**config.mk**
```make
export PLATFORM = sky130hd
export DESIGN_NAME = pm_ctrl_top
export DESIGN_NICKNAME = d
export VERILOG_FILES = /design/src/hw/pm_uop_pkg.sv /design/src/hw/pm_cmd_if.sv /design/src/hw/pm_ctrl.sv /design/src/hw/pm_ctrl_top.sv /design/src/hw/pm_program_rom.sv /design/src/hw/pm_scalar_regs.sv
export VERILOG_INCLUDE_DIRS = /design/src /design/src/hw
export SDC_FILE = /design/constraint.sdc
export NUM_CORES = 1
export LEC_CHECK = 0
export BUFFER_PORTS_ARGS = -buffer_cell sky130_fd_sc_hd__buf_4
export CORE_MARGIN = 4
export CORE_UTILIZATION = 50
export DETAILED_ROUTE_END_ITERATION = 10
export PLACE_DENSITY_LB_ADDON = 0.05
export SLEW_MARGIN = 40
export SYNTH_ARGS = -nofsm -noshare
export SYNTH_HDL_FRONTEND = slang
export SYNTH_SLANG_ARGS = --single-unit
```
**constraint.sdc**
```tcl
create_clock -name clk -period 3.4 [get_ports clk]
set_input_delay 0.68 -clock clk [delete_from_list [all_inputs] [get_ports clk]]
set_output_delay 0.68 -clock clk [all_outputs]
set_load 0.05 [all_outputs]
```
**src/hw/pm_defs.svh**
```systemverilog
`ifndef PM_DEFS_SVH
`define PM_DEFS_SVH

// ----------------------------------------------------------------------
// Datapath widths
// ----------------------------------------------------------------------
`define PM_SCALAR_W     16  // Secret scalar
`define PM_RND_W        8   // Random extension above the scalar
`define PM_PROG_ADDR_W  7   // Microcode ROM depth 128
`define PM_OPR_ADDR_W   6   // Bank[5:3], swap[2], reg[1:0]

// ----------------------------------------------------------------------
// Arithmetic latencies, counted as extra stall cycles minus one
// ----------------------------------------------------------------------
`define PM_MULT_DELAY   6
`define PM_ADD_DELAY    1

// Bank-1 micro-ops in one ladder step (PA plus PD)
`define PM_LADDER_UOPS  8

`endif

```
**src/hw/pm_uop_pkg.sv**
```systemverilog
package pm_uop_pkg;

`include "pm_defs.svh"

    // ------------------------------------------------------------------
    // Micro-instruction fields
    // ------------------------------------------------------------------
    typedef logic [3:0]                   pm_opcode_t;     // [3] add_en, [2] mult_en
    typedef logic [`PM_OPR_ADDR_W-1:0]    pm_opr_addr_t;
    typedef logic [`PM_PROG_ADDR_W-1:0]   pm_prog_addr_t;
    typedef logic [`PM_SCALAR_W-1:0]      pm_scalar_t;
    typedef logic [`PM_RND_W-1:0]         pm_rnd_t;

    localparam int OP_ADD_EN_BIT = 3;
    localparam int OP_MUL_EN_BIT = 2;

    localparam pm_opcode_t NOP   = 4'b0000;
    localparam pm_opcode_t STORE = 4'b0001;   // No arithmetic, no stall
    localparam pm_opcode_t ADD_P = 4'b1000;
    localparam pm_opcode_t SUB_P = 4'b1001;
    localparam pm_opcode_t ADD_Q = 4'b1010;   // Mod q variants
    localparam pm_opcode_t SUB_Q = 4'b1011;
    localparam pm_opcode_t MUL_P = 4'b0100;
    localparam pm_opcode_t MUL_Q = 4'b0101;

    localparam logic [2:0] LADDER_BANK = 3'd1;  // R0/R1 pair, swapped by digit

    typedef struct packed {
        pm_opcode_t   opcode;
        pm_opr_addr_t opa_addr;     // Add/sub result side
        pm_opr_addr_t opb_addr;     // Mult result side
    } pm_instr_t;

    typedef enum logic [2:0] {
        IDLE   = 3'd0,
        KEYGEN = 3'd1,
        SIGN   = 3'd2,
        VER0   = 3'd3,
        VER1   = 3'd4,
        VER2   = 3'd5
    } pm_cmd_t;

    // ------------------------------------------------------------------
    // Routine boundaries in the microcode ROM
    // ------------------------------------------------------------------
    localparam pm_prog_addr_t NOP_A        = 7'd0;
    localparam pm_prog_addr_t PM_INIT_G_S  = 7'd1;
    localparam pm_prog_addr_t PM_INIT_G_E  = 7'd3;
    localparam pm_prog_addr_t PM_INIT_PK_S = 7'd4;
    localparam pm_prog_addr_t PM_INIT_PK_E = 7'd6;
    localparam pm_prog_addr_t PM_INIT_S    = 7'd7;
    localparam pm_prog_addr_t PM_INIT_E    = 7'd10;
    localparam pm_prog_addr_t PA_S         = 7'd11;
    localparam pm_prog_addr_t PA_E         = 7'd14;
    localparam pm_prog_addr_t PD_S         = 7'd15;
    localparam pm_prog_addr_t PD_E         = 7'd18;
    localparam pm_prog_addr_t INV_S        = 7'd19;
    localparam pm_prog_addr_t INV_E        = 7'd22;
    localparam pm_prog_addr_t CONV_S       = 7'd23;
    localparam pm_prog_addr_t CONV_E       = 7'd26;
    localparam pm_prog_addr_t SIGN0_S      = 7'd27;
    localparam pm_prog_addr_t SIGN0_E      = 7'd29;
    localparam pm_prog_addr_t INVQ_S       = 7'd30;
    localparam pm_prog_addr_t INVQ_E       = 7'd32;
    localparam pm_prog_addr_t SIGN1_S      = 7'd33;
    localparam pm_prog_addr_t SIGN1_E      = 7'd35;
    localparam pm_prog_addr_t VER0_P0_S    = 7'd36;
    localparam pm_prog_addr_t VER0_P0_E    = 7'd38;
    localparam pm_prog_addr_t VER0_P1_S    = 7'd39;
    localparam pm_prog_addr_t VER0_P1_E    = 7'd41;
    localparam pm_prog_addr_t VER1_ST_S    = 7'd42;
    localparam pm_prog_addr_t VER1_ST_E    = 7'd43;
    localparam pm_prog_addr_t VER2_PA_S    = 7'd44;
    localparam pm_prog_addr_t VER2_PA_E    = 7'd47;

endpackage

```
**src/hw/pm_cmd_if.sv**
```systemverilog
interface pm_cmd_if;
    import pm_uop_pkg::*;

    pm_cmd_t cmd;        // Pending command, level until busy
    logic    sca_en;     // Side-channel protection for this command
    logic    digit;      // Current scalar digit, MSB of the window
    logic    req_digit;  // One-cycle pulse, shift to next digit
    logic    busy;

    modport regs (
        output cmd, sca_en, digit,
        input  req_digit, busy
    );

    modport ctrl (
        input  cmd, sca_en, digit,
        output req_digit, busy
    );

endinterface

```
**src/hw/pm_ctrl.sv**
```systemverilog
`include "pm_defs.svh"

module pm_ctrl (
    input  logic                      clk,
    input  logic                      reset_n,
    pm_cmd_if.ctrl                    cmd_if,
    output pm_uop_pkg::pm_prog_addr_t prog_addr_o,
    input  pm_uop_pkg::pm_instr_t     prog_instr_i,
    output pm_uop_pkg::pm_instr_t     instr_o
);
    import pm_uop_pkg::*;

    localparam int WIN_W  = `PM_SCALAR_W + `PM_RND_W;
    localparam int LCNT_W = $clog2(WIN_W + 1);
    localparam int SCNT_W = $clog2(`PM_MULT_DELAY + 1);

    pm_prog_addr_t     prog_cntr;
    pm_cmd_t           cmd_reg;      // Command being run
    logic [LCNT_W-1:0] mont_cntr;    // Ladder steps left
    logic [SCNT_W-1:0] stall_cntr;
    logic              stalled;
    pm_instr_t         pipe1;
    pm_instr_t         pipe2;
    logic              lad1, lad2;   // Word belongs to a ladder step
    logic              shf1, shf2;   // Last word of a non-final step
    logic              stall_flag;
    logic              is_mult;
    logic              freeze;
    logic              in_ladder;

    // Constant-time swap of bank-1 addresses
    function automatic pm_opr_addr_t swap_addr(input pm_opr_addr_t a, input logic lad,
                                               input logic digit);
        if (lad && (a[`PM_OPR_ADDR_W-1:3] == LADDER_BANK)) begin
            return {a[`PM_OPR_ADDR_W-1:3], a[2] ^ digit, a[1:0]};
        end
        return a;
    endfunction

    // ------------------------------------------------------------------
    // Stall on arithmetic words at the issue stage
    // ------------------------------------------------------------------
    assign stall_flag = pipe2.opcode[OP_ADD_EN_BIT] | pipe2.opcode[OP_MUL_EN_BIT];
    assign is_mult    = pipe2.opcode[OP_MUL_EN_BIT];
    assign freeze     = (!stalled && stall_flag) || (stalled && (stall_cntr != '0));

    always_ff @(posedge clk or negedge reset_n) begin
        if (!reset_n) begin
            stalled    <= 1'b0;
            stall_cntr <= '0;
        end else if (!stalled && stall_flag) begin
            stalled    <= 1'b1;
            stall_cntr <= is_mult ? SCNT_W'(`PM_MULT_DELAY) : SCNT_W'(`PM_ADD_DELAY);
        end else if (stalled && (stall_cntr != '0)) begin
            stall_cntr <= stall_cntr - 1'b1;
        end else begin
            stalled    <= 1'b0;          // Word moves on with this release
        end
    end

    // ------------------------------------------------------------------
    // Sequencing FSM over routine boundaries
    // ------------------------------------------------------------------
    always_ff @(posedge clk or negedge reset_n) begin
        if (!reset_n) begin
            prog_cntr <= NOP_A;
            cmd_reg   <= IDLE;
            mont_cntr <= '0;
        end else if (prog_cntr == NOP_A) begin
            // Launch may overlap a stalled drain since NOP_A is never fetched
            cmd_reg <= cmd_if.cmd;
            case (cmd_if.cmd)
                KEYGEN, SIGN: begin
                    mont_cntr <= cmd_if.sca_en ? LCNT_W'(WIN_W) : LCNT_W'(`PM_SCALAR_W);
                    prog_cntr <= PM_INIT_G_S;
                end
                VER0:    prog_cntr <= VER0_P0_S;
                VER1: begin
                    mont_cntr <= LCNT_W'(`PM_SCALAR_W);
                    prog_cntr <= PM_INIT_G_S;
                end
                VER2:    prog_cntr <= VER1_ST_S;
                default: prog_cntr <= NOP_A;
            endcase
        end else if (!freeze) begin
            case (prog_cntr)
                VER1_ST_E: begin
                    mont_cntr <= LCNT_W'(`PM_SCALAR_W);
                    prog_cntr <= PM_INIT_PK_S;
                end
                PM_INIT_G_E, PM_INIT_PK_E: prog_cntr <= PM_INIT_S;
                PM_INIT_E: begin                       // First ladder step
                    mont_cntr <= mont_cntr - 1'b1;
                    prog_cntr <= PA_S;
                end
                PA_E:      prog_cntr <= PD_S;
                PD_E: begin
                    if (mont_cntr == '0) begin         // Ladder done
                        case (cmd_reg)
                            VER1:    prog_cntr <= NOP_A;
                            VER2:    prog_cntr <= VER2_PA_S;
                            default: prog_cntr <= INV_S;
                        endcase
                    end else begin
                        mont_cntr <= mont_cntr - 1'b1;
                        prog_cntr <= PA_S;
                    end
                end
                VER2_PA_E: prog_cntr <= INV_S;
                INV_E:     prog_cntr <= CONV_S;
                CONV_E:    prog_cntr <= (cmd_reg == SIGN) ? SIGN0_S : NOP_A;
                SIGN0_E:   prog_cntr <= INVQ_S;
                INVQ_E: begin
                    case (cmd_reg)
                        SIGN:    prog_cntr <= SIGN1_S;
                        VER0:    prog_cntr <= VER0_P1_S;
                        default: prog_cntr <= NOP_A;
                    endcase
                end
                VER0_P0_E:            prog_cntr <= INVQ_S;
                SIGN1_E, VER0_P1_E:   prog_cntr <= NOP_A;
                default:              prog_cntr <= prog_cntr + 1'b1;
            endcase
        end
    end

    assign prog_addr_o = prog_cntr;
    assign in_ladder   = (prog_cntr >= PA_S) && (prog_cntr <= PD_E);

    // ------------------------------------------------------------------
    // Two-stage pipeline with tags travelling alongside their words
    // ------------------------------------------------------------------
    always_ff @(posedge clk or negedge reset_n) begin
        if (!reset_n) begin
            pipe1 <= '{NOP, '0, '0};
            pipe2 <= '{NOP, '0, '0};
            lad1  <= 1'b0;
            lad2  <= 1'b0;
            shf1  <= 1'b0;
            shf2  <= 1'b0;
        end else if (!freeze) begin
            pipe1 <= prog_instr_i;
            pipe2 <= pipe1;
            lad1  <= in_ladder;
            lad2  <= lad1;
            shf1  <= (prog_cntr == PD_E) && (mont_cntr != '0);
            shf2  <= shf1;
        end
    end

    // Window shifts as the next step's first word enters pipe2
    assign cmd_if.req_digit = shf2 && !freeze;
    assign cmd_if.busy      = (prog_cntr != NOP_A) || (cmd_if.cmd != IDLE);

    // Output stage repeats pipe2 while frozen
    always_ff @(posedge clk or negedge reset_n) begin
        if (!reset_n) begin
            instr_o <= '{NOP, '0, '0};
        end else begin
            instr_o.opcode   <= pipe2.opcode;
            instr_o.opa_addr <= swap_addr(pipe2.opa_addr, lad2, cmd_if.digit);
            instr_o.opb_addr <= swap_addr(pipe2.opb_addr, lad2, cmd_if.digit);
        end
    end

    // Stall counter stays within the multiply delay and never wraps
    assert property (@(posedge clk) disable iff (!reset_n)
        stall_cntr <= SCNT_W'(`PM_MULT_DELAY));

    // Busy only falls once every ladder step has been issued
    assert property (@(posedge clk) disable iff (!reset_n)
        $fell(cmd_if.busy) |-> (mont_cntr == '0));

endmodule

```
**src/hw/pm_ctrl_top.sv**
```systemverilog
`include "pm_defs.svh"

module pm_ctrl_top (
    input  logic                      clk,
    input  logic                      reset_n,
    input  logic                      start_i,
    input  logic [2:0]                cmd_i,
    input  logic                      sca_en_i,
    input  logic                      scalar_wr_i,
    input  logic [`PM_SCALAR_W-1:0]   scalar_i,
    input  logic [`PM_RND_W-1:0]      rnd_i,
    output logic                      busy_o,
    output logic [3:0]                opcode_o,
    output logic [`PM_OPR_ADDR_W-1:0] opa_addr_o,
    output logic [`PM_OPR_ADDR_W-1:0] opb_addr_o
);
    import pm_uop_pkg::*;

    pm_prog_addr_t prog_addr;
    pm_instr_t     prog_instr;   // ROM word at prog_addr
    pm_instr_t     instr;        // Output stage

    pm_cmd_if cmd_if ();

    pm_scalar_regs i_pm_scalar_regs (
        .clk         (clk),
        .reset_n     (reset_n),
        .start_i     (start_i),
        .cmd_i       (pm_cmd_t'(cmd_i)),
        .sca_en_i    (sca_en_i),
        .scalar_wr_i (scalar_wr_i),
        .scalar_i    (scalar_i),
        .rnd_i       (rnd_i),
        .cmd_if      (cmd_if.regs)
    );

    pm_ctrl i_pm_ctrl (
        .clk          (clk),
        .reset_n      (reset_n),
        .cmd_if       (cmd_if.ctrl),
        .prog_addr_o  (prog_addr),
        .prog_instr_i (prog_instr),
        .instr_o      (instr)
    );

    pm_program_rom i_pm_program_rom (
        .clk     (clk),
        .reset_n (reset_n),
        .addr_i  (prog_addr),
        .instr_o (prog_instr)
    );

    assign busy_o     = cmd_if.busy;
    assign opcode_o   = instr.opcode;
    assign opa_addr_o = instr.opa_addr;
    assign opb_addr_o = instr.opb_addr;

endmodule

```
**src/hw/pm_program_rom.sv**
```systemverilog
`include "pm_defs.svh"

module pm_program_rom (
    input  logic                      clk,
    input  logic                      reset_n,
    input  pm_uop_pkg::pm_prog_addr_t addr_i,
    output pm_uop_pkg::pm_instr_t     instr_o
);
    import pm_uop_pkg::*;

    // Operand addresses in octal: high digit bank, low digit {swap, reg}
    // Bank 0 inputs, 1 ladder R0/R1, 2 work, 3 affine, 4-6 mod q and stores
    always_comb begin
        case (addr_i)
            // Load base point G
            PM_INIT_G_S      : instr_o = '{STORE, 6'o20, 6'o00};
            PM_INIT_G_S + 1  : instr_o = '{STORE, 6'o21, 6'o01};
            PM_INIT_G_E      : instr_o = '{MUL_P, 6'o22, 6'o02};
            // Load public key PK
            PM_INIT_PK_S     : instr_o = '{STORE, 6'o20, 6'o04};
            PM_INIT_PK_S + 1 : instr_o = '{STORE, 6'o21, 6'o05};
            PM_INIT_PK_E     : instr_o = '{MUL_P, 6'o22, 6'o06};
            // R1 = PD(R0)
            PM_INIT_S        : instr_o = '{MUL_P, 6'o23, 6'o20};
            PM_INIT_S + 1    : instr_o = '{ADD_P, 6'o24, 6'o21};
            PM_INIT_S + 2    : instr_o = '{MUL_P, 6'o25, 6'o22};
            PM_INIT_E        : instr_o = '{SUB_P, 6'o26, 6'o23};

            // ----------------------------------------------------------
            // Ladder step, the only code with opa in bank 1 (swap bit 0)
            // ----------------------------------------------------------
            PA_S             : instr_o = '{MUL_P, 6'o10, 6'o11};
            PA_S + 1         : instr_o = '{ADD_P, 6'o12, 6'o13};
            PA_S + 2         : instr_o = '{MUL_P, 6'o11, 6'o20};
            PA_E             : instr_o = '{SUB_P, 6'o13, 6'o21};
            PD_S             : instr_o = '{MUL_P, 6'o10, 6'o10};
            PD_S + 1         : instr_o = '{ADD_P, 6'o12, 6'o22};
            PD_S + 2         : instr_o = '{MUL_P, 6'o13, 6'o23};
            PD_E             : instr_o = '{SUB_P, 6'o11, 6'o20};

            // FLT inversion mod p, shortened exponent chain
            INV_S            : instr_o = '{MUL_P, 6'o30, 6'o22};
            INV_S + 1        : instr_o = '{MUL_P, 6'o31, 6'o30};
            INV_S + 2        : instr_o = '{MUL_P, 6'o32, 6'o31};
            INV_E            : instr_o = '{ADD_P, 6'o33, 6'o32};
            // Projective Montgomery to affine normal
            CONV_S           : instr_o = '{MUL_P, 6'o34, 6'o20};
            CONV_S + 1       : instr_o = '{MUL_P, 6'o35, 6'o21};
            CONV_S + 2       : instr_o = '{STORE, 6'o36, 6'o34};
            CONV_E           : instr_o = '{STORE, 6'o37, 6'o35};
            // h + r*privkey
            SIGN0_S          : instr_o = '{MUL_Q, 6'o40, 6'o03};
            SIGN0_S + 1      : instr_o = '{ADD_Q, 6'o41, 6'o40};
            SIGN0_E          : instr_o = '{STORE, 6'o42, 6'o41};
            INVQ_S           : instr_o = '{MUL_Q, 6'o43, 6'o42};  // Inversion mod q
            INVQ_S + 1       : instr_o = '{MUL_Q, 6'o44, 6'o43};
            INVQ_E           : instr_o = '{SUB_Q, 6'o45, 6'o44};
            SIGN1_S          : instr_o = '{MUL_Q, 6'o46, 6'o45};  // s = k_inv * (h + r*d)
            SIGN1_S + 1      : instr_o = '{ADD_Q, 6'o47, 6'o46};
            SIGN1_E          : instr_o = '{STORE, 6'o50, 6'o47};
            VER0_P0_S        : instr_o = '{MUL_Q, 6'o40, 6'o06};  // Inputs to Montgomery form
            VER0_P0_S + 1    : instr_o = '{MUL_Q, 6'o41, 6'o07};
            VER0_P0_E        : instr_o = '{STORE, 6'o42, 6'o41};
            VER0_P1_S        : instr_o = '{MUL_Q, 6'o51, 6'o40};  // h*s_inv, r*s_inv
            VER0_P1_S + 1    : instr_o = '{MUL_Q, 6'o52, 6'o45};
            VER0_P1_E        : instr_o = '{STORE, 6'o53, 6'o52};
            VER1_ST_S        : instr_o = '{STORE, 6'o60, 6'o20};  // Keep VER1 ladder result
            VER1_ST_E        : instr_o = '{STORE, 6'o61, 6'o21};
            VER2_PA_S        : instr_o = '{ADD_P, 6'o62, 6'o60};  // Combine both products
            VER2_PA_S + 1    : instr_o = '{MUL_P, 6'o63, 6'o62};
            VER2_PA_S + 2    : instr_o = '{SUB_P, 6'o64, 6'o61};
            VER2_PA_E        : instr_o = '{MUL_P, 6'o65, 6'o64};
            default          : instr_o = '{NOP, 6'o00, 6'o00};   // NOP_A and unused words
        endcase
    end

    // Sequencer never walks past the last routine
    assert property (@(posedge clk) disable iff (!reset_n) addr_i <= VER2_PA_E);

endmodule

```
**src/hw/pm_scalar_regs.sv**
```systemverilog
`include "pm_defs.svh"

module pm_scalar_regs (
    input  logic                   clk,
    input  logic                   reset_n,
    input  logic                   start_i,
    input  pm_uop_pkg::pm_cmd_t    cmd_i,
    input  logic                   sca_en_i,
    input  logic                   scalar_wr_i,
    input  pm_uop_pkg::pm_scalar_t scalar_i,
    input  pm_uop_pkg::pm_rnd_t    rnd_i,
    pm_cmd_if.regs                 cmd_if
);
    import pm_uop_pkg::*;

    localparam int WIN_W = `PM_SCALAR_W + `PM_RND_W;

    pm_scalar_t       scalar_q;
    pm_rnd_t          rnd_q;
    logic [WIN_W-1:0] window_q;   // Effective scalar, MSB-aligned
    pm_cmd_t          cmd_q;
    logic             sca_en_q;
    logic             start_ok;
    logic             long_win;

    // Start only from idle and only with a real command
    assign start_ok = start_i && !cmd_if.busy && (cmd_i inside {KEYGEN, SIGN, VER0, VER1, VER2});
    // Random extension only protects keygen and sign
    assign long_win = sca_en_i && (cmd_i inside {KEYGEN, SIGN});

    // ------------------------------------------------------------------
    // Host scalar and digit window
    // ------------------------------------------------------------------
    always_ff @(posedge clk) begin
        if (scalar_wr_i) begin
            scalar_q <= scalar_i;
            rnd_q    <= rnd_i;
        end
    end

    always_ff @(posedge clk) begin
        if (start_ok) begin
            // Left-align so the first digit always sits at the top bit
            window_q <= long_win ? {rnd_q, scalar_q} : {scalar_q, {`PM_RND_W{1'b0}}};
        end else if (cmd_if.req_digit) begin
            window_q <= window_q << 1;     // Next digit, MSB first
        end
    end

    // Command held until the controller reports busy
    always_ff @(posedge clk or negedge reset_n) begin
        if (!reset_n) begin
            cmd_q    <= IDLE;
            sca_en_q <= 1'b0;
        end else if (start_ok) begin
            cmd_q    <= cmd_i;
            sca_en_q <= sca_en_i;
        end else if (cmd_if.busy) begin
            cmd_q    <= IDLE;
        end
    end

    assign cmd_if.cmd    = cmd_q;
    assign cmd_if.sca_en = sca_en_q;
    assign cmd_if.digit  = window_q[WIN_W-1];

    // Digit requests only come from a running ladder
    assert property (@(posedge clk) disable iff (!reset_n) cmd_if.req_digit |-> cmd_if.busy);

endmodule

```
==> impl_metrics.py, run 1 <==
metrics = {
    "placement": {
        "place_area_mm2": 0.00701,
        "gp_congestion": 0.941,
        "dp_hpwl_um": 10900,
        "dp_cells": 837,
        "io_buffers": 48,
        "post-place-ws_ns": 0.592,
    },
    "setup_path": {
        "cp.required_ns": 2.72,
        "critPathKind": "reg2out",
        "worst-path-max-fanout": 8,
        "end_kind": "output port",
        "startpoint_type": "flop",
        "cp.arrival_ns": 2.38,
    },
    "synth": {
        "synth_warnings": 0,
        "synthCells": 640,
        "synth_flop_cell": "dfrtp_1",
        "synth_area_mm2": 0.00647,
        "synth_cell_types": 66,
        "synthArstFlopShare_pct": 61.0,
        "yosysTopAreaCellShare_pct": 29.0,
        "synth-seq-area-share_pct": 51.3,
        "synth_edf_count": 48,
        "post-synth-top-count-cell": "nand2_1",
        "synth.top_cells.by_count": "nand2_1, dfrtp_1, edfxtp_1",
        "syn_area_per_cell_um2": 10.1,
        "synth_nets": 696,
        "ys_ff_latch": 123,
        "synth_area_leaders": "dfrtp_1, edfxtp_1, nand2_1, ha_1, mux2i_1",
        "yosysTopAreaCell": "dfrtp_1",
    },
    "sta": {
        "setup_ws_ns": 0.345,
        "relSlewSlack_pct": 54.9,
        "setup_viol": 0,
        "finalHoldViolations": 0,
        "fin_crit_ns": 3.06,
        "fin_crit_sh_pct": 89.9,
        "worst_pin_slew_ns": 0.676,
        "grt_setup_unrepaired": "false",
        "holdWs_ns": 0.270,
        "drv_slew": 0,
        "tns_ns": 0,
        "max_freq_mhz": 327,
        "finalClockSkew_ns": 0.0131,
    },
    "floorplan": {
        "start_util_pct": 51.2,
        "placementRows": 41,
        "die_area_mm2": 0.0148,
        "fp.dieH_um": 122,
        "core_mm2": 0.0126,
        "num_io_pins": 49,
        "fp.dieW_um": 122,
    },
    "routing": {
        "drc": 0,
        "via_per_inst": 5.90,
        "wl_per_cell_um": 18.0,
        "drt_iter0_markers": 469,
        "ant_nets": 0,
        "drt_first_pass_iters": 5,
        "vias": 5129,
        "routed_wl_um": 15600,
    },
    "global_routing": {
        "antenna_found_initial": 0,
        "grt_util_met2_pct": 34.5,
        "top_usage_layer": "met2",
        "grt_max_degree": 76,
        "grt.total_usage_pct": 22.4,
        "gr-usage-met3_pct": 5.01,
        "grt_pass1_vias": 5160,
        "grt_first_pass_wirelength_um": 25900,
        "met1_usage_pct": 29.9,
        "gr-total-overflow": 0,
    },
    "power_and_ir_drop": {
        "total_power_mw": 7.17,
        "cellLeakagePower_nw": 3.31,
        "power_density_mw_per_mm2": 942,
        "ir_drop_mv": 0.389,
    },
    "clocking": {
        "cts_setup_buffers": 0,
        "path_clk_slew_ns": 0.06,
        "cts_tree": "done",
        "cts_sinks": 123,
        "cts-root-buf": "clkbuf_16",
        "clock_path_buffers": 2,
        "cts_buffers": 17,
        "htreeDepth": 4,
        "holdBufCountCts": 0,
        "clock_latency_ns": 0.41,
        "ctsResizeCount": 0,
    },
    "cells_and_area": {
        "antenna_cells": 0,
        "finalNonFillerCells": 869,
        "final_util_pct": 60.3,
        "nets": 740,
        "area_delta_synth_final_pct": 17.7,
        "regMostFlops": "i_pm_scalar_regs.window_q",
        "layout-drive-gt1-share_pct": 16.1,
        "largest_reg_flops": 24,
        "finalInstanceArea_mm2": 0.00761,
    },
    "worst_hold_path": {
        "min_path_type": "in2async",
    },
    "job": {
        "drv_cap": 0,
    },
    "run_status": {
        "outcome": "finished, final reports clean",
    },
}
[critical path, stage by stage, from the launching register on]
cell and delay [ns]:
dfrtp_1 0.37, inv_1 0.29, ha_1 0.37, nor4b_4 0.39
nand4b_1 0.27, buf_4 0.27
[kinds of logic (layout without fill, tap and decap cells)]
kind of cell / after synthesis / in the layout / synth area share (%)
and+or+nand+nor: 257 / 257 / 19.2
AOI/OAI and AO/OA: 144 / 144 / 15.6
DFF: 123 / 123 / 51.3
buffers and inverters: 56 / 113 / 3.56
muxes: 26 / 26 / 4.31
adders and majority gates: 24 / 24 / 4.64
xor gates and xnor gates: 10 / 10 / 1.35
[layout make-up]
type                            count  area [um2]
Clock buffer                       21         450
Fill cell                        1121        5010
Inverter                           17        63.8
Clock inverter                     11         145
Sequential cell                   123        3320
Timing Repair Buffer               64         484
Multi-Input combinational cell    461        2930
Tap cell                          172         215
[cell usage in the layout (no fill, tap or decap), types with 11 or more instances in the layout]
cell       count
o21ai_0       27
nand2b_1      11
dfrtp_1       75
nand2_1      133
a21oi_1       19
mux2i_1       20
ha_1          24
clkbuf_16     17
buf_4         63
nand3_1       20
o21ai_1       18
nor2b_1       12
edfxtp_1      48
inv_1         15
nor2_1        26
[path summary, 6_finish.rpt]
kind	from	end	slack, ns	cells after the start
setup / recovery	i_pm_ctrl.prog_addr_o[0]	busy_o	0.34	5
hold / removal	reset_n	i_pm_ctrl.pipe2[7]	0.27	1
setup reg to reg	i_pm_ctrl.prog_addr_o[0]	i_pm_scalar_regs.window_q[21]	0.58	8
hold reg to reg	i_pm_ctrl.pipe2[0]	i_pm_ctrl.instr_o[0]	0.37	0
max in group asynchronous	reset_n	i_pm_ctrl.mont_cntr[1]	2.64	1
min in group clk	i_pm_ctrl.pipe2[0]	i_pm_ctrl.instr_o[0]	0.37	0
[where the power goes]
| group | total, mW | internal, mW | switching, mW |
|---|---|---|---|
| Clock | 1.81 | 1.17 | 0.637 |
| Sequential | 2.17 | 1.92 | 0.246 |
| Combinational | 3.19 | 1.15 | 2.04 |
[metal layers]
metal	wire length, um	part of all wire, %
met5	0	0
met4	490	3.1
met3	844	5.4
met2	7360	47
met1	6930	44
(Power assumes the default switching activity.)
==> run 2, diff against run 1 <==
--- a/config.mk
+++ b/config.mk
@@ -11,6 +11,7 @@
 export CORE_UTILIZATION = 50
 export DETAILED_ROUTE_END_ITERATION = 10
 export PLACE_DENSITY_LB_ADDON = 0.05
+export RECOVER_POWER = 100
 export SLEW_MARGIN = 40
 export SYNTH_ARGS = -nofsm -noshare
 export SYNTH_HDL_FRONTEND = slang
==> run 2 against run 1 <==
The run now ends with capacitance limit, slew limit left. Wire length rose by 0.26%. Count of clock-buffer cells in the layout is the same. First-iteration DRC count up 7.5%. Largest power group unchanged.
==> impl_metrics.py, run 2 (same netlist as run 1, synthesis figures left out) <==
metrics = {
    "clocking": {
        "clock_latency_ns": 0.42,
        "cts_buffers": 17,
        "clock_path_buffers": 2,
        "htreeDepth": 4,
        "holdBufCountCts": 0,
        "path_clk_slew_ns": 0.06,
        "cts_tree": "done",
        "ctsResizeCount": 0,
        "cts_setup_buffers": 0,
        "cts_sinks": 123,
        "cts-root-buf": "clkbuf_16",
    },
    "routing": {
        "drt_first_pass_iters": 5,
        "drt_iter0_markers": 504,
        "drc": 0,
        "wl_per_cell_um": 18.0,
        "routed_wl_um": 15700,
        "via_per_inst": 5.89,
        "vias": 5117,
        "ant_nets": 0,
    },
    "global_routing": {
        "gr-total-overflow": 0,
        "grt.total_usage_pct": 22.4,
        "grt_first_pass_wirelength_um": 25900,
        "grt_max_degree": 76,
        "grt_pass1_vias": 5160,
        "antenna_found_initial": 0,
    },
    "cells_and_area": {
        "fillers": 1145,
        "layout-drive-gt1-share_pct": 12.9,
        "largest_reg_flops": 24,
        "regMostFlops": "i_pm_scalar_regs.window_q",
        "finalNonFillerCells": 869,
        "area_delta_synth_final_pct": 16.3,
        "antenna_cells": 0,
        "multi_input_area_mm2": 0.00293,
        "layout_common_cells": "nand2_1, dfrtp_1, edfxtp_1",
        "seqCellArea_mm2": 0.00332,
        "mostFrequentLayoutCell": "nand2_1",
        "nets": 740,
    },
    "floorplan": {
        "placementRows": 41,
        "core_mm2": 0.0126,
        "num_io_pins": 49,
        "fp.dieW_um": 122,
        "fp.dieH_um": 122,
        "start_util_pct": 51.2,
        "die_area_mm2": 0.0148,
    },
    "sta": {
        "relSlewSlack_pct": -22.8,
        "fin_crit_sh_pct": 91.5,
        "max_freq_mhz": 321,
        "setup_viol": 0,
        "finalClockSkew_ns": 0.0162,
        "fin_crit_ns": 3.11,
        "drv_slew": 111,
        "worst_pin_slew_ns": 1.84,
        "tns_ns": 0,
        "finalHoldViolations": 0,
        "grt_setup_unrepaired": "false",
    },
    "setup_path": {
        "worst-path-max-fanout": 8,
        "critPathKind": "reg2out",
        "end_kind": "output port",
        "cp.required_ns": 2.72,
        "cp.arrival_ns": 2.43,
        "startpoint_type": "flop",
    },
    "worst_hold_path": {
        "min_path_type": "reg2reg",
    },
    "power_and_ir_drop": {
        "pwr-share-seq_pct": 30.6,
        "p_comb_share_pct": 43.9,
        "ir_drop_mv": 0.391,
        "cellLeakagePower_nw": 3.22,
        "switching_share_pct": 41.2,
        "p_int_mw": 4.17,
        "power_density_mw_per_mm2": 942,
        "power.switching_mw": 2.92,
        "pwr-share-clk_pct": 25.5,
    },
    "placement": {
        "io_buffers": 48,
        "gp_congestion": 0.941,
        "dp_hpwl_um": 10900,
        "dp_cells": 837,
    },
    "run_status": {
        "violations": "capacitance limit, slew limit",
        "outcome": "finished, violations left",
    },
    "job": {
        "drv_cap": 2,
    },
}
run 2: cell type report:
class | count | share of cell area (%)
clock inverter | 11 | 1.93
tap | 172 | 2.86
multi-input combinational | 461 | 38.9
inverter | 17 | 0.849
timing repair buffer | 64 | 5.29
clock buffer | 21 | 5.99
sequential | 123 | 44.1
run 2: path summary, 6_finish.rpt:
path | slack, ns | depth (start not counted) | to | startpoint
hold / removal | 0.37 | 0 | i_pm_ctrl.instr_o[0] | i_pm_ctrl.pipe2[0]
hold reg to reg | 0.37 | 0 | i_pm_ctrl.instr_o[0] | i_pm_ctrl.pipe2[0]
min in group asynchronous | 0.75 | 1 | i_pm_ctrl.pipe2[7] | reset_n
setup reg to reg | 0.29 | 7 | i_pm_ctrl.pipe1[7] | i_pm_ctrl.prog_addr_o[2]
max in group asynchronous | 1.54 | 1 | i_pm_ctrl.mont_cntr[1] | reset_n
setup / recovery | 0.29 | 5 | busy_o | i_pm_ctrl.prog_addr_o[0]
run 2: power groups by stage:
stage	clock, mW	combinational (mW)	sequential, mW
6_report	1.81	3.11	2.17
3_5_place_dp	0	3.16	2.19
2_1_floorplan	0	2.02	2.39
3_3_place_gp	0	3.11	2.19
5_1_grt	1.90	3.43	2.22
4_1_cts	1.84	3.18	2.17
run 2: metrics by stage:
stage | setup WS, ns | total power, mW | hold WS, ns | util [%] | instance area, um2
2_1_floorplan | 0.0345 | 4.40 | 0.354 | - | 6470
3_3_place_gp | 0.681 | 5.29 | 0.360 | 55.5 | 7010
3_5_place_dp | 0.592 | 5.35 | 0.363 | 55.6 | 7010
4_1_cts | 0.325 | 7.19 | 0.306 | 60.3 | 7610
5_1_grt | 0.133 | 7.56 | 0.388 | 59.6 | 7520
6_report | 0.288 | 7.08 | 0.372 | 59.6 | 7520
run 2: critical path: stages, from the launching register on:
cell	delay [ns]
dfrtp_1	0.37
inv_1	0.28
ha_1	0.37
nor4b_4	0.40
nand4b_1	0.27
clkbuf_2	0.32
run 2: metal layers:
layer,track usage (%),vias up,part of all wire (%)
met1,29.9,2513,45
met2,34.5,153,47
li1,-,2408,-
met4,11.4,0,2.8
met5,0,-,0
met3,5.01,43,5.0
==> run 3, diff against run 2 <==
==> constraint.sdc (replaced) <==
create_clock -name clk -period 3.4 [get_ports clk]
set_input_delay 0.68 -clock clk [delete_from_list [all_inputs] [get_ports clk]]
set_output_delay 0.68 -clock clk [all_outputs]
set_load 0.1 [all_outputs]
==> run 3 against run 2 <==
The flow still finishes with violations (capacitance limit, slew limit). First-iteration DRC count decreased by 26%. Critical path depth stayed put. Non-clock buffer count fell by 3. Die area did not move. Clock skew is 0.0024 ns higher. Clock power up 5%. Setup slack lost 0.022 ns. Power increased by 0.55%. Worst hold slack better by 0.0047 ns. Critical path type unchanged. Critical endpoint unchanged. Largest cell class unchanged.
==> impl_metrics.py, run 3 (same netlist as run 1, synthesis figures left out) <==
metrics = {
    "sta": {
        "finalClockSkew_ns": 0.0186,
        "grt_setup_unrepaired": "false",
        "setup_viol": 0,
        "drv_slew": 76,
        "relSlewSlack_pct": -24.9,
        "setup_ws_ns": 0.266,
        "max_freq_mhz": 319,
        "worst_pin_slew_ns": 1.87,
        "finalHoldViolations": 0,
        "holdWs_ns": 0.377,
        "fin_crit_sh_pct": 92.2,
        "fin_crit_ns": 3.13,
    },
    "clocking": {
        "cts-root-buf": "clkbuf_16",
        "cts_buffers": 17,
        "path_clk_slew_ns": 0.06,
        "clock_latency_ns": 0.42,
        "clock_path_buffers": 2,
        "holdBufCountCts": 0,
        "ctsResizeCount": 0,
        "cts_setup_buffers": 0,
        "cts_tree": "done",
        "htreeDepth": 4,
        "cts_sinks": 123,
    },
    "power_and_ir_drop": {
        "power_density_mw_per_mm2": 945,
        "cellLeakagePower_nw": 3.22,
        "ir_drop_mv": 0.556,
    },
    "placement": {
        "place_area_mm2": 0.00702,
        "post-place-ws_ns": 0.443,
        "gp_congestion": 0.935,
        "dp_hpwl_um": 11100,
        "io_buffers": 48,
    },
    "routing": {
        "ant_nets": 0,
        "drt_first_pass_iters": 5,
        "vias": 4947,
        "drt_iter0_markers": 372,
        "drc": 0,
        "wl_per_cell_um": 18.3,
        "via_per_inst": 5.71,
        "routed_wl_um": 15800,
    },
    "cells_and_area": {
        "finalInstanceArea_mm2": 0.00753,
        "largest_reg_flops": 24,
        "nets": 737,
        "area_delta_synth_final_pct": 16.5,
        "mostFrequentLayoutCell": "nand2_1",
        "layout_common_cells": "nand2_1, dfrtp_1, edfxtp_1",
        "layout-drive-gt1-share_pct": 13.7,
        "regMostFlops": "i_pm_scalar_regs.window_q",
        "antenna_cells": 0,
    },
    "floorplan": {
        "placementRows": 41,
        "die_area_mm2": 0.0148,
        "core_mm2": 0.0126,
        "fp.dieW_um": 122,
        "fp.dieH_um": 122,
        "start_util_pct": 51.2,
        "num_io_pins": 49,
    },
    "run_status": {
        "outcome": "finished, violations left",
        "violations": "capacitance limit, slew limit",
    },
    "setup_path": {
        "cp.arrival_ns": 2.45,
        "crit_start": "i_pm_ctrl.prog_addr_o[1]",
        "critPathKind": "reg2out",
        "worst-path-max-fanout": 15,
        "end_kind": "output port",
        "worstReg2RegStart": "i_pm_ctrl.prog_addr_o[0]",
        "cp.required_ns": 2.72,
        "startpoint_type": "flop",
    },
    "job": {
        "drv_cap": 1,
    },
    "global_routing": {
        "grt_pass1_vias": 4867,
        "grt.total_usage_pct": 22.5,
        "grt_first_pass_wirelength_um": 25800,
        "grt_max_degree": 76,
        "gr-total-overflow": 0,
        "antenna_found_initial": 0,
    },
    "worst_hold_path": {
        "min_path_type": "reg2reg",
        "holdCritStartpoint": "i_pm_ctrl.pipe2[7]",
    },
}
==> run 3: worst paths after layout <==
kind | endpoint | slack (ns) | cells past startpoint
min reg2reg | i_pm_ctrl.instr_o[7] | 0.38 | 0
max | busy_o | 0.27 | 5
min in group asynchronous | i_pm_ctrl.pipe1[6] | 0.77 | 1
max in group asynchronous | i_pm_ctrl.prog_addr_o[1] | 1.38 | 1
min | i_pm_ctrl.instr_o[7] | 0.38 | 0
max reg2reg | i_pm_ctrl.mont_cntr[1] | 0.34 | 6
==> run 3: area by class of cell <==
cell class	count	area [um2]
Inverter	17	71.3
Clock inverter	14	190
Multi-Input combinational cell	461	2930
Fill cell	1146	5080
Sequential cell	123	3320
Tap cell	172	215
Timing Repair Buffer	61	380
Clock buffer	18	429
==> run 3: critical path: stages (launching register included) <==
cell and delay (ns):
dfrtp_2 0.54, inv_2 0.20, ha_4 0.21, nor4b_4 0.37, nand4b_1 0.26, clkbuf_2 0.44
==> run 3: power breakdown <==
group          internal [mW]  switching, mW  total, mW
Combinational          0.977           2.06       3.04
Sequential              1.91          0.277       2.19
Clock                   1.23          0.670       1.90
Total                   4.11           3.01       7.12
==> run 3: metrics by stage <==
stage               power (mW)  utilization (%)  instances  setup TNS, ns
global route              7.54             59.7        866              0
floorplan                 4.72                -        640          -5.15
detailed placement        5.30             55.6        834              0
finish                    7.12             59.7        866              0
global placement          5.26             55.6        834              0
CTS                       7.21             60.5        866              0
==> run 3: per-layer routing <==
metal | GRT usage [%] | up-vias | wire (um) | share of wire, %
met5 | 0 | - | 0 | 0
met4 | 9.59 | 0 | 389 | 2.5
met1 | 30.3 | 2389 | 7320 | 46
met3 | 5.11 | 27 | 772 | 4.9
met2 | 35.2 | 136 | 7360 | 46
li1 | - | 2395 | - | -
